$ cat src/design/rv_config.svh
`ifndef RV_CONFIG_SVH
`define RV_CONFIG_SVH

// data and address width
`define RV_XLEN 32

`define RV_NUM_REGS 32

// first fetch after reset
`define RV_RESET_PC 32'h8000_0000

`define RV_INSN_BYTES 4

`endif

$ cat src/design/rv_pkg.sv
`default_nettype none

`include "rv_config.svh"

package rv_pkg;

  typedef logic [`RV_XLEN-1:0] word_t;
  typedef logic [4:0] reg_addr_t;

  // major opcodes, insn[6:0]
  typedef enum logic [6:0] {
    opc_op     = 7'b011_0011,
    opc_op_imm = 7'b001_0011,
    opc_load   = 7'b000_0011,
    opc_store  = 7'b010_0011,
    opc_branch = 7'b110_0011,
    opc_jal    = 7'b110_1111,
    opc_jalr   = 7'b110_0111,
    opc_lui    = 7'b011_0111,
    opc_auipc  = 7'b001_0111,
    opc_system = 7'b111_0011
  } opcode_e;

  typedef enum logic [3:0] {
    alu_add,
    alu_sub,
    alu_xor,
    alu_or,
    alu_and,
    alu_slt,
    alu_sltu,
    alu_sll,
    alu_srl,
    alu_sra,
    alu_pass_b // lui
  } alu_op_e;

  // register write source
  typedef enum logic [1:0] {
    wb_alu,
    wb_load,
    wb_link
  } wb_sel_e;

endpackage

`default_nettype wire

$ cat src/design/decode_if.sv
`timescale 1ns/10ps
`default_nettype none

interface decode_if;
  import rv_pkg::*;

  opcode_e   opcode;
  alu_op_e   alu_op;
  logic [2:0] funct3;    // branch condition and load/store size
  word_t     operand_a;  // rs1 or pc
  word_t     operand_b;  // rs2 or imm
  word_t     rs1_data;
  word_t     rs2_data;
  word_t     imm;
  reg_addr_t rd;
  logic      reg_write;
  wb_sel_e   wb_sel;
  logic      is_ebreak;

  modport decode (output opcode, alu_op, funct3, operand_a, operand_b, rs1_data,
                  rs2_data, imm, rd, reg_write, wb_sel, is_ebreak);

  modport execute (input opcode, alu_op, funct3, operand_a, operand_b, rs1_data,
                   rs2_data, imm);

  modport writeback (input opcode, funct3, rs2_data, reg_write, wb_sel);

endinterface

`default_nettype wire

$ cat src/design/fetch_stage.sv
`timescale 1ns/10ps
`default_nettype none

`include "rv_config.svh"

module fetch_stage (
  input  logic          clk,
  input  logic          rst,
  input  logic          redirect,
  input  rv_pkg::word_t next_pc,
  input  logic          ebreak_seen,
  output rv_pkg::word_t pc,
  output rv_pkg::word_t pc_plus4,
  output logic          halt
);
  import rv_pkg::*;

  word_t pc_d;

  assign pc_plus4 = pc + word_t'(`RV_INSN_BYTES); // static next pc

  always_comb begin
    if (halt || ebreak_seen) begin
      pc_d = pc; // park on the ebreak
    end else if (redirect) begin
      pc_d = next_pc;
    end else begin
      pc_d = pc_plus4;
    end
  end

  always_ff @(posedge clk) begin
    if (rst) begin
      pc   <= `RV_RESET_PC;
      halt <= 1'b0;
    end else begin
      pc <= pc_d;
      if (ebreak_seen) begin
        halt <= 1'b1; // sticky until reset
      end
    end
  end

endmodule

`default_nettype wire

$ cat src/design/decode_stage.sv
`timescale 1ns/10ps
`default_nettype none

module decode_stage (
  input  rv_pkg::word_t     insn,
  input  rv_pkg::word_t     pc,
  output rv_pkg::reg_addr_t rs1_addr,
  output rv_pkg::reg_addr_t rs2_addr,
  input  rv_pkg::word_t     rs1_data,
  input  rv_pkg::word_t     rs2_data,
  decode_if.decode          dec
);
  import rv_pkg::*;

  opcode_e    opcode;
  logic [2:0] funct3;
  logic [6:0] funct7;
  word_t      imm_i, imm_s, imm_b, imm_u, imm_j, imm_shamt;
  word_t      imm;
  alu_op_e    arith_op;
  alu_op_e    alu_op;
  wb_sel_e    wb_sel;
  logic       sel_pc_a;   // operand a from pc
  logic       sel_imm_b;  // operand b from imm
  logic       reg_write;
  logic       is_ebreak;

  assign opcode   = opcode_e'(insn[6:0]);
  assign funct3   = insn[14:12];
  assign funct7   = insn[31:25];
  assign rs1_addr = insn[19:15];
  assign rs2_addr = insn[24:20];

  // sign extended immediates
  assign imm_i     = word_t'($signed(insn[31:20]));
  assign imm_s     = word_t'($signed({insn[31:25], insn[11:7]}));
  assign imm_b     = word_t'($signed({insn[31], insn[7], insn[30:25], insn[11:8], 1'b0}));
  assign imm_u     = {insn[31:12], 12'h000};
  assign imm_j     = word_t'($signed({insn[31], insn[19:12], insn[20], insn[30:21], 1'b0}));
  assign imm_shamt = word_t'(insn[24:20]); // slli/srli/srai

  // funct3 picks the op, funct7[5] splits add/sub and srl/sra
  always_comb begin
    case (funct3)
      3'b000:  arith_op = (opcode == opc_op && funct7[5]) ? alu_sub : alu_add;
      3'b001:  arith_op = alu_sll;
      3'b010:  arith_op = alu_slt;
      3'b011:  arith_op = alu_sltu;
      3'b100:  arith_op = alu_xor;
      3'b101:  arith_op = funct7[5] ? alu_sra : alu_srl;
      3'b110:  arith_op = alu_or;
      default: arith_op = alu_and;
    endcase
  end

  always_comb begin
    sel_pc_a  = 1'b0;
    sel_imm_b = 1'b1;
    imm       = imm_i;
    alu_op    = alu_add;
    wb_sel    = wb_alu;
    reg_write = 1'b0;
    is_ebreak = 1'b0;
    case (opcode)
      opc_op: begin
        sel_imm_b = 1'b0;
        alu_op    = arith_op;
        reg_write = 1'b1;
      end
      opc_op_imm: begin
        alu_op    = arith_op;
        reg_write = 1'b1;
        if (funct3[1:0] == 2'b01) begin
          imm = imm_shamt;
        end
      end
      opc_load: begin
        wb_sel    = wb_load;
        reg_write = 1'b1;
      end
      opc_store:  imm = imm_s; // address = rs1 + imm
      opc_branch: begin
        sel_imm_b = 1'b0;
        imm       = imm_b;
      end
      opc_jal: begin
        imm       = imm_j;
        wb_sel    = wb_link;
        reg_write = 1'b1;
      end
      opc_jalr: begin
        wb_sel    = wb_link;
        reg_write = 1'b1;
      end
      opc_lui: begin
        imm       = imm_u;
        alu_op    = alu_pass_b;
        reg_write = 1'b1;
      end
      opc_auipc: begin
        sel_pc_a  = 1'b1;
        imm       = imm_u;
        reg_write = 1'b1;
      end
      opc_system: is_ebreak = (insn == 32'h0010_0073);
      default: ; // unknown opcode, no side effects
    endcase
  end

  assign dec.opcode    = opcode;
  assign dec.alu_op    = alu_op;
  assign dec.funct3    = funct3;
  assign dec.operand_a = sel_pc_a ? pc : rs1_data;
  assign dec.operand_b = sel_imm_b ? imm : rs2_data;
  assign dec.rs1_data  = rs1_data;
  assign dec.rs2_data  = rs2_data;
  assign dec.imm       = imm;
  assign dec.rd        = insn[11:7];
  assign dec.reg_write = reg_write;
  assign dec.wb_sel    = wb_sel;
  assign dec.is_ebreak = is_ebreak;

endmodule

`default_nettype wire

$ cat src/design/reg_file.sv
`timescale 1ns/10ps
`default_nettype none

`include "rv_config.svh"

module reg_file (
  input  logic              clk,
  input  logic              rst,
  input  rv_pkg::reg_addr_t rs1_addr,
  input  rv_pkg::reg_addr_t rs2_addr,
  output rv_pkg::word_t     rs1_data,
  output rv_pkg::word_t     rs2_data,
  input  logic              we,
  input  rv_pkg::reg_addr_t waddr,
  input  rv_pkg::word_t     wdata
);

  rv_pkg::word_t regs [`RV_NUM_REGS];

  // x0 reads as zero whatever the array holds
  assign rs1_data = (rs1_addr == '0) ? '0 : regs[rs1_addr];
  assign rs2_data = (rs2_addr == '0) ? '0 : regs[rs2_addr];

  always_ff @(posedge clk) begin
    if (rst) begin
      for (int i = 0; i < `RV_NUM_REGS; i++) begin
        regs[i] <= '0;
      end
    end else if (we && waddr != '0) begin
      regs[waddr] <= wdata;
    end
  end

endmodule

`default_nettype wire

$ cat src/design/execute_stage.sv
`timescale 1ns/10ps
`default_nettype none

module execute_stage (
  decode_if.execute     dec,
  input  rv_pkg::word_t pc,
  input  rv_pkg::word_t pc_plus4,
  output rv_pkg::word_t alu_result,
  output rv_pkg::word_t next_pc,
  output logic          redirect
);
  import rv_pkg::*;

  logic [4:0] shamt;
  logic       op_lt, op_ltu;   // operand compare, for slt/sltu
  logic       br_eq, br_lt, br_ltu;
  logic       taken;
  word_t      target_base;
  word_t      target_sum;
  word_t      target;

  assign shamt  = dec.operand_b[4:0];
  assign op_lt  = $signed(dec.operand_a) < $signed(dec.operand_b);
  assign op_ltu = dec.operand_a < dec.operand_b;

  always_comb begin
    case (dec.alu_op)
      alu_add:    alu_result = dec.operand_a + dec.operand_b;
      alu_sub:    alu_result = dec.operand_a - dec.operand_b;
      alu_xor:    alu_result = dec.operand_a ^ dec.operand_b;
      alu_or:     alu_result = dec.operand_a | dec.operand_b;
      alu_and:    alu_result = dec.operand_a & dec.operand_b;
      alu_slt:    alu_result = word_t'(op_lt);
      alu_sltu:   alu_result = word_t'(op_ltu);
      alu_sll:    alu_result = dec.operand_a << shamt;
      alu_srl:    alu_result = dec.operand_a >> shamt;
      alu_sra:    alu_result = word_t'($signed(dec.operand_a) >>> shamt);
      alu_pass_b: alu_result = dec.operand_b;
      default:    alu_result = '0;
    endcase
  end

  // branch compare always on the raw register values
  assign br_eq  = dec.rs1_data == dec.rs2_data;
  assign br_lt  = $signed(dec.rs1_data) < $signed(dec.rs2_data);
  assign br_ltu = dec.rs1_data < dec.rs2_data;

  always_comb begin
    case (dec.funct3)
      3'b000:  taken = br_eq;    // beq
      3'b001:  taken = !br_eq;   // bne
      3'b100:  taken = br_lt;    // blt
      3'b101:  taken = !br_lt;   // bge
      3'b110:  taken = br_ltu;   // bltu
      3'b111:  taken = !br_ltu;  // bgeu
      default: taken = 1'b0;
    endcase
  end

  assign target_base = (dec.opcode == opc_jalr) ? dec.rs1_data : pc;
  assign target_sum  = target_base + dec.imm;
  // jalr drops bit 0 of the sum
  assign target = (dec.opcode == opc_jalr) ? {target_sum[31:1], 1'b0} : target_sum;

  assign redirect = (dec.opcode == opc_jal) || (dec.opcode == opc_jalr) ||
                    (dec.opcode == opc_branch && taken);
  assign next_pc  = redirect ? target : pc_plus4;

endmodule

`default_nettype wire

$ cat src/design/writeback_stage.sv
`timescale 1ns/10ps
`default_nettype none

module writeback_stage (
  decode_if.writeback   dec,
  input  rv_pkg::word_t alu_result,
  input  rv_pkg::word_t pc_plus4,
  input  logic          halt,
  input  rv_pkg::word_t dmem_rdata,
  output rv_pkg::word_t dmem_wdata,
  output logic [3:0]    dmem_wmask,
  output logic          dmem_we,
  output logic          rf_we,
  output rv_pkg::word_t rf_wdata
);
  import rv_pkg::*;

  logic [1:0] byte_off;
  logic [7:0] load_byte;
  word_t      load_data;
  logic       is_store;
  logic       is_byte;   // sb / lb / lbu size

  assign byte_off  = alu_result[1:0];
  assign load_byte = dmem_rdata[8*byte_off +: 8];
  assign is_store  = dec.opcode == opc_store;
  assign is_byte   = dec.funct3[1:0] == 2'b00;

  always_comb begin
    case (dec.funct3)
      3'b000:  load_data = word_t'($signed(load_byte)); // lb
      3'b100:  load_data = word_t'(load_byte);          // lbu
      default: load_data = dmem_rdata;                  // lw
    endcase
  end

  // byte stores go out on every lane, mask picks the one
  assign dmem_wdata = is_byte ? {4{dec.rs2_data[7:0]}} : dec.rs2_data;

  always_comb begin
    if (!is_store) begin
      dmem_wmask = 4'b0000;
    end else if (is_byte) begin
      dmem_wmask = 4'b0001 << byte_off;
    end else begin
      dmem_wmask = 4'b1111;
    end
  end

  always_comb begin
    case (dec.wb_sel)
      wb_load: rf_wdata = load_data;
      wb_link: rf_wdata = pc_plus4;  // jal/jalr return address
      default: rf_wdata = alu_result;
    endcase
  end

  assign dmem_we = is_store && !halt;
  assign rf_we   = dec.reg_write && !halt;

endmodule

`default_nettype wire

$ cat src/design/riscv_core.sv
`timescale 1ns/10ps
`default_nettype none

module riscv_core (
  input  logic          clk,
  input  logic          rst,
  output rv_pkg::word_t imem_addr,
  input  rv_pkg::word_t imem_rdata,
  output rv_pkg::word_t dmem_addr,
  input  rv_pkg::word_t dmem_rdata,
  output rv_pkg::word_t dmem_wdata,
  output logic [3:0]    dmem_wmask,
  output logic          dmem_we,
  output logic          halt
);
  import rv_pkg::*;

  word_t     pc;
  word_t     pc_plus4;
  word_t     next_pc;
  logic      redirect;
  word_t     alu_result;
  reg_addr_t rs1_addr, rs2_addr;
  word_t     rs1_data, rs2_data;
  logic      rf_we;
  word_t     rf_wdata;

  decode_if dec ();

  fetch_stage i_fetch (
    .clk         (clk),
    .rst         (rst),
    .redirect    (redirect),
    .next_pc     (next_pc),
    .ebreak_seen (dec.is_ebreak),
    .pc          (pc),
    .pc_plus4    (pc_plus4),
    .halt        (halt)
  );

  decode_stage i_decode (
    .insn     (imem_rdata),
    .pc       (pc),
    .rs1_addr (rs1_addr),
    .rs2_addr (rs2_addr),
    .rs1_data (rs1_data),
    .rs2_data (rs2_data),
    .dec      (dec.decode)
  );

  reg_file i_regs (
    .clk      (clk),
    .rst      (rst),
    .rs1_addr (rs1_addr),
    .rs2_addr (rs2_addr),
    .rs1_data (rs1_data),
    .rs2_data (rs2_data),
    .we       (rf_we),
    .waddr    (dec.rd),
    .wdata    (rf_wdata)
  );

  execute_stage i_execute (
    .dec        (dec.execute),
    .pc         (pc),
    .pc_plus4   (pc_plus4),
    .alu_result (alu_result),
    .next_pc    (next_pc),
    .redirect   (redirect)
  );

  writeback_stage i_writeback (
    .dec        (dec.writeback),
    .alu_result (alu_result),
    .pc_plus4   (pc_plus4),
    .halt       (halt),
    .dmem_rdata (dmem_rdata),
    .dmem_wdata (dmem_wdata),
    .dmem_wmask (dmem_wmask),
    .dmem_we    (dmem_we),
    .rf_we      (rf_we),
    .rf_wdata   (rf_wdata)
  );

  assign imem_addr = pc;
  assign dmem_addr = alu_result; // load/store address from the adder

endmodule

`default_nettype wire

$ cat config.mk
export PLATFORM = sky130hd
export DESIGN_NAME = riscv_core
export DESIGN_NICKNAME = d
export VERILOG_FILES = /design/src/design/rv_pkg.sv /design/src/design/decode_if.sv /design/src/design/fetch_stage.sv /design/src/design/decode_stage.sv /design/src/design/reg_file.sv /design/src/design/execute_stage.sv /design/src/design/writeback_stage.sv /design/src/design/riscv_core.sv
export VERILOG_INCLUDE_DIRS = /design/src /design/src/design
export SDC_FILE = /design/constraint.sdc
export NUM_CORES = 2
export LEC_CHECK = 0
export BUFFER_PORTS_ARGS = -buffer_cell sky130_fd_sc_hd__clkbuf_2
export CAP_MARGIN = 10
export CORE_MARGIN = 5
export CORE_UTILIZATION = 54
export CTS_CLUSTER_DIAMETER = 150
export DETAILED_ROUTE_END_ITERATION = 8
export MAX_ROUTING_LAYER = met4
export PLACE_DENSITY_LB_ADDON = 0.3
export SETUP_SLACK_MARGIN = 0.02
export SLEW_MARGIN = 30
export SYNTH_ARGS = -nofsm -noshare
export SYNTH_HDL_FRONTEND = slang
export SYNTH_HIERARCHICAL = 1
export SYNTH_SLANG_ARGS = --single-unit
$ cat constraint.sdc
create_clock -name clk -period 15.65 [get_ports clk]
set_clock_uncertainty 0.05 [all_clocks]
set_input_delay 2.3475 -clock clk [delete_from_list [all_inputs] [get_ports clk]]
set_output_delay 2.3475 -clock clk [all_outputs]
set_load 0.01 [all_outputs]
==> flow_summary.ini <==
[yosys]
synth.yosys.seq_area_share_pct = 43.6
syn_inst = 6057
ys_warn_count = 6
avgSynthCellArea_um2 = 11.9
synth.distinct_cells = 120
ys_ff_latch = 1057
synthFlopType = edfxtp_1
synthArstFlopShare_pct = 0
synth_edf_count = 1024
netlist_area_um2 = 72000

[die]
fp.dieH_um = 375
ioPinCount = 168
die-area_um2 = 141000
die_w_um = 375
core_area_um2 = 133000
row_count = 134
initial_core_util_pct = 54.2

[setup_path]
path_class = primary input to output port
max_stage_delay_ps = 780
crit_slowest_cell = buf_4
critPathBufInv = 7
arrival_ps = 10340
crit_top_cell = nor2_1
cp_max_fo = 53
crit_path_start_kind = primary input
endpoint_kind = output port
cp_data_required_time_ps = 13250
cpLargestDelayFamily = compound AO/OA/AOI/OAI gates

[clock_network]
cts.sinks = 1057
cts_tree = done
cts_setup_buffers = 0
cts_buffers = 109
clock_latency_ps = 760
ctsLongestPathBuffers = 3
cts_resized = 0
cts_hold_buf = 0
clk_pin_slew_ps = 60
cts_htree_levels = 3
clock_tree.root_cell = clkbuf_16

[place]
place_congestion = 1.05
port_buffers = 167
dp_hpwl_mm = 193

[power_and_ir_drop]
max-vdd-ir-drop_v = 0.000171
p_leak_nw = 29.2
power_density_nw_per_um2 = 102

[global_routing]
antenna_found_initial = 23
grt_pass1_wl_mm = 402
grt_max_degree = 114
overflow = 0
first_global_vias = 53600
track_usage_pct = 41.2

[sta]
max_freq_mhz = 78.5
max_slew_margin_pct = 24.5
rsz0062_at_grt = no
finalSetupViolCount = 0
period_share_pct = 81.4
tightest_slew_ps = 1120
hold_viol = 0
final.setup.tns_ps = 0
slew_violations = 0
holdWs_ps = 583
finalCriticalPeriod_ps = 12730

[final_layout]
final_cell_mix = edfxtp_1 (1024), and2_1 (1006), mux4_2 (517)
fillers = 10700
drive_gt1_share_pct = 22.7
area_delta_synth_final_pct = 7.71
fin_nets = 6152
multi_input_area_um2 = 37200
final_common_cell = edfxtp_1
post-route-util_pct = 58.4
final-seq-area_um2 = 31400

[detailed_routing]
detailedRoute.firstPassIterationCount = 9
wl_per_cell_um = 37.0
antenna_left = 0
drc = 0
via_per_inst = 7.18
num_vias = 55900
drt_iter0_markers = 8802
totalWireLength_mm = 288

[run]
drv_cap = 0

[hold_path]
hold_path.class = flop to flop

[status]
status = complete, no violations
## Yosys cell counts, types with 35 or more instances
cell type	number	share of area [%]
clkbuf_1	380	2.0
a21oi_1	234	1.6
mux2_2	108	1.7
and2_1	1007	8.7
a31oi_1	47	0.41
buf_2	76	0.53
edfxtp_1	1024	43
nor2b_1	38	0.33
xnor2_1	35	0.43
mux2i_1	209	2.9
nand3_1	64	0.44
or2_2	43	0.37
ha_1	163	2.8
nor3_1	111	0.77
a22oi_1	52	0.54
nor2_1	280	1.5
o22ai_1	121	1.1
buf_1	35	0.18
a22o_1	57	0.69
a2111oi_1	42	0.58
o21ai_0	165	1.1
nand2_1	271	1.4
mux4_2	517	16
buf_4	136	1.4
inv_1	176	0.92
## per-layer routing
layer,track usage [%],up-vias,wire length (um)
li1,-,22700,-
met1,50.0,27700,97500
met2,61.7,4564,130000
met3,10.5,1014,36800
met4,26.5,0,23700
met5,-,-,0
## where the power goes
| part | leakage, nW | internal (mW) | switching, mW |
|---|---|---|---|
| sequential | 10.8 | 3.20 | 0.0564 |
| clock | 1.66 | 1.40 | 1.14 |
| combinational | 16.8 | 0.660 | 1.44 |
## through the flow
stage | instances | total power [mW] | cell area (um2) | setup WS, ps
detailed placement | 7575 | 5.32 | 74000 | 3380
floorplan | 6088 | 4.51 | 72200 | 4880
finish | 7793 | 7.90 | 77600 | 2920
global route | 7786 | 8.11 | 77600 | 2550
CTS | 7772 | 7.83 | 77400 | 3360
global placement | 7575 | 5.31 | 73900 | 2960
## kinds of logic (layout without fill, tap and decap cells)
family                     after synthesis  after routing  share of synthesized area (%)
xor gates and xnor gates                59             59                          0.717
buffers and inverters                  843            761                           5.58
DFF                                   1057           1057                           43.6
other                                    1             51                        0.00520
AOI/OAI and AO/OA                     1090           1090                           10.6
adders and majority gates              166            166                           2.91
muxes                                  866            866                           21.4
and+or+nand+nor                       1975           1975                           15.2
## sequential cells by signal (all words and copies together), names as in the netlist
signal / count
i_regs/regs: 1024
i_fetch/pc: 32
i_fetch/halt: 1
## layout make-up
cell class,instances,area share (%)
antenna,19,0.0613
clock buffer,139,3.71
clock inverter,58,0.695
inverter,181,0.875
multi-input combinational,4188,47.9
sequential,1057,40.5
tap,1768,2.85
timing repair buffer,383,3.38
## worst reg2reg max path, stage by stage (launching register included)
cell and delay [ps]:
edfxtp_1 380, mux4_2 480, a22o_1 320, a2111oi_1 950, nor3_1 350, mux2_2 420
inv_2 60, buf_4 440, ha_1 380, inv_1 100, a21oi_1 250, o31a_1 230
nand4_1 190, nand2_1 190, o211ai_2 180, a2111oi_1 740, o31a_1 250, o211ai_1 100
nand4_1 110, buf_4 290, mux4_2 630, a221oi_4 480, buf_6 260, a222oi_1 140
buf_4 300, and2_1 250
## worst paths after layout
check | from | to | slack, ps | cells after the start
max | imem_rdata[20] | dmem_wmask[0] | 2920 | 26
min | i_fetch/pc[28]$_SDFFE_PP0N_ | i_fetch/pc[28]$_SDFFE_PP0N_ | 580 | 2
max reg2reg | i_regs/regs[31][3]$_SDFFCE_PN0P_ | i_regs/regs[13][26]$_SDFFCE_PN0P_ | 6840 | 25
min reg2reg | i_fetch/pc[28]$_SDFFE_PP0N_ | i_fetch/pc[28]$_SDFFE_PP0N_ | 580 | 2
No activity file was read; power rests on OpenSTA's default activity.
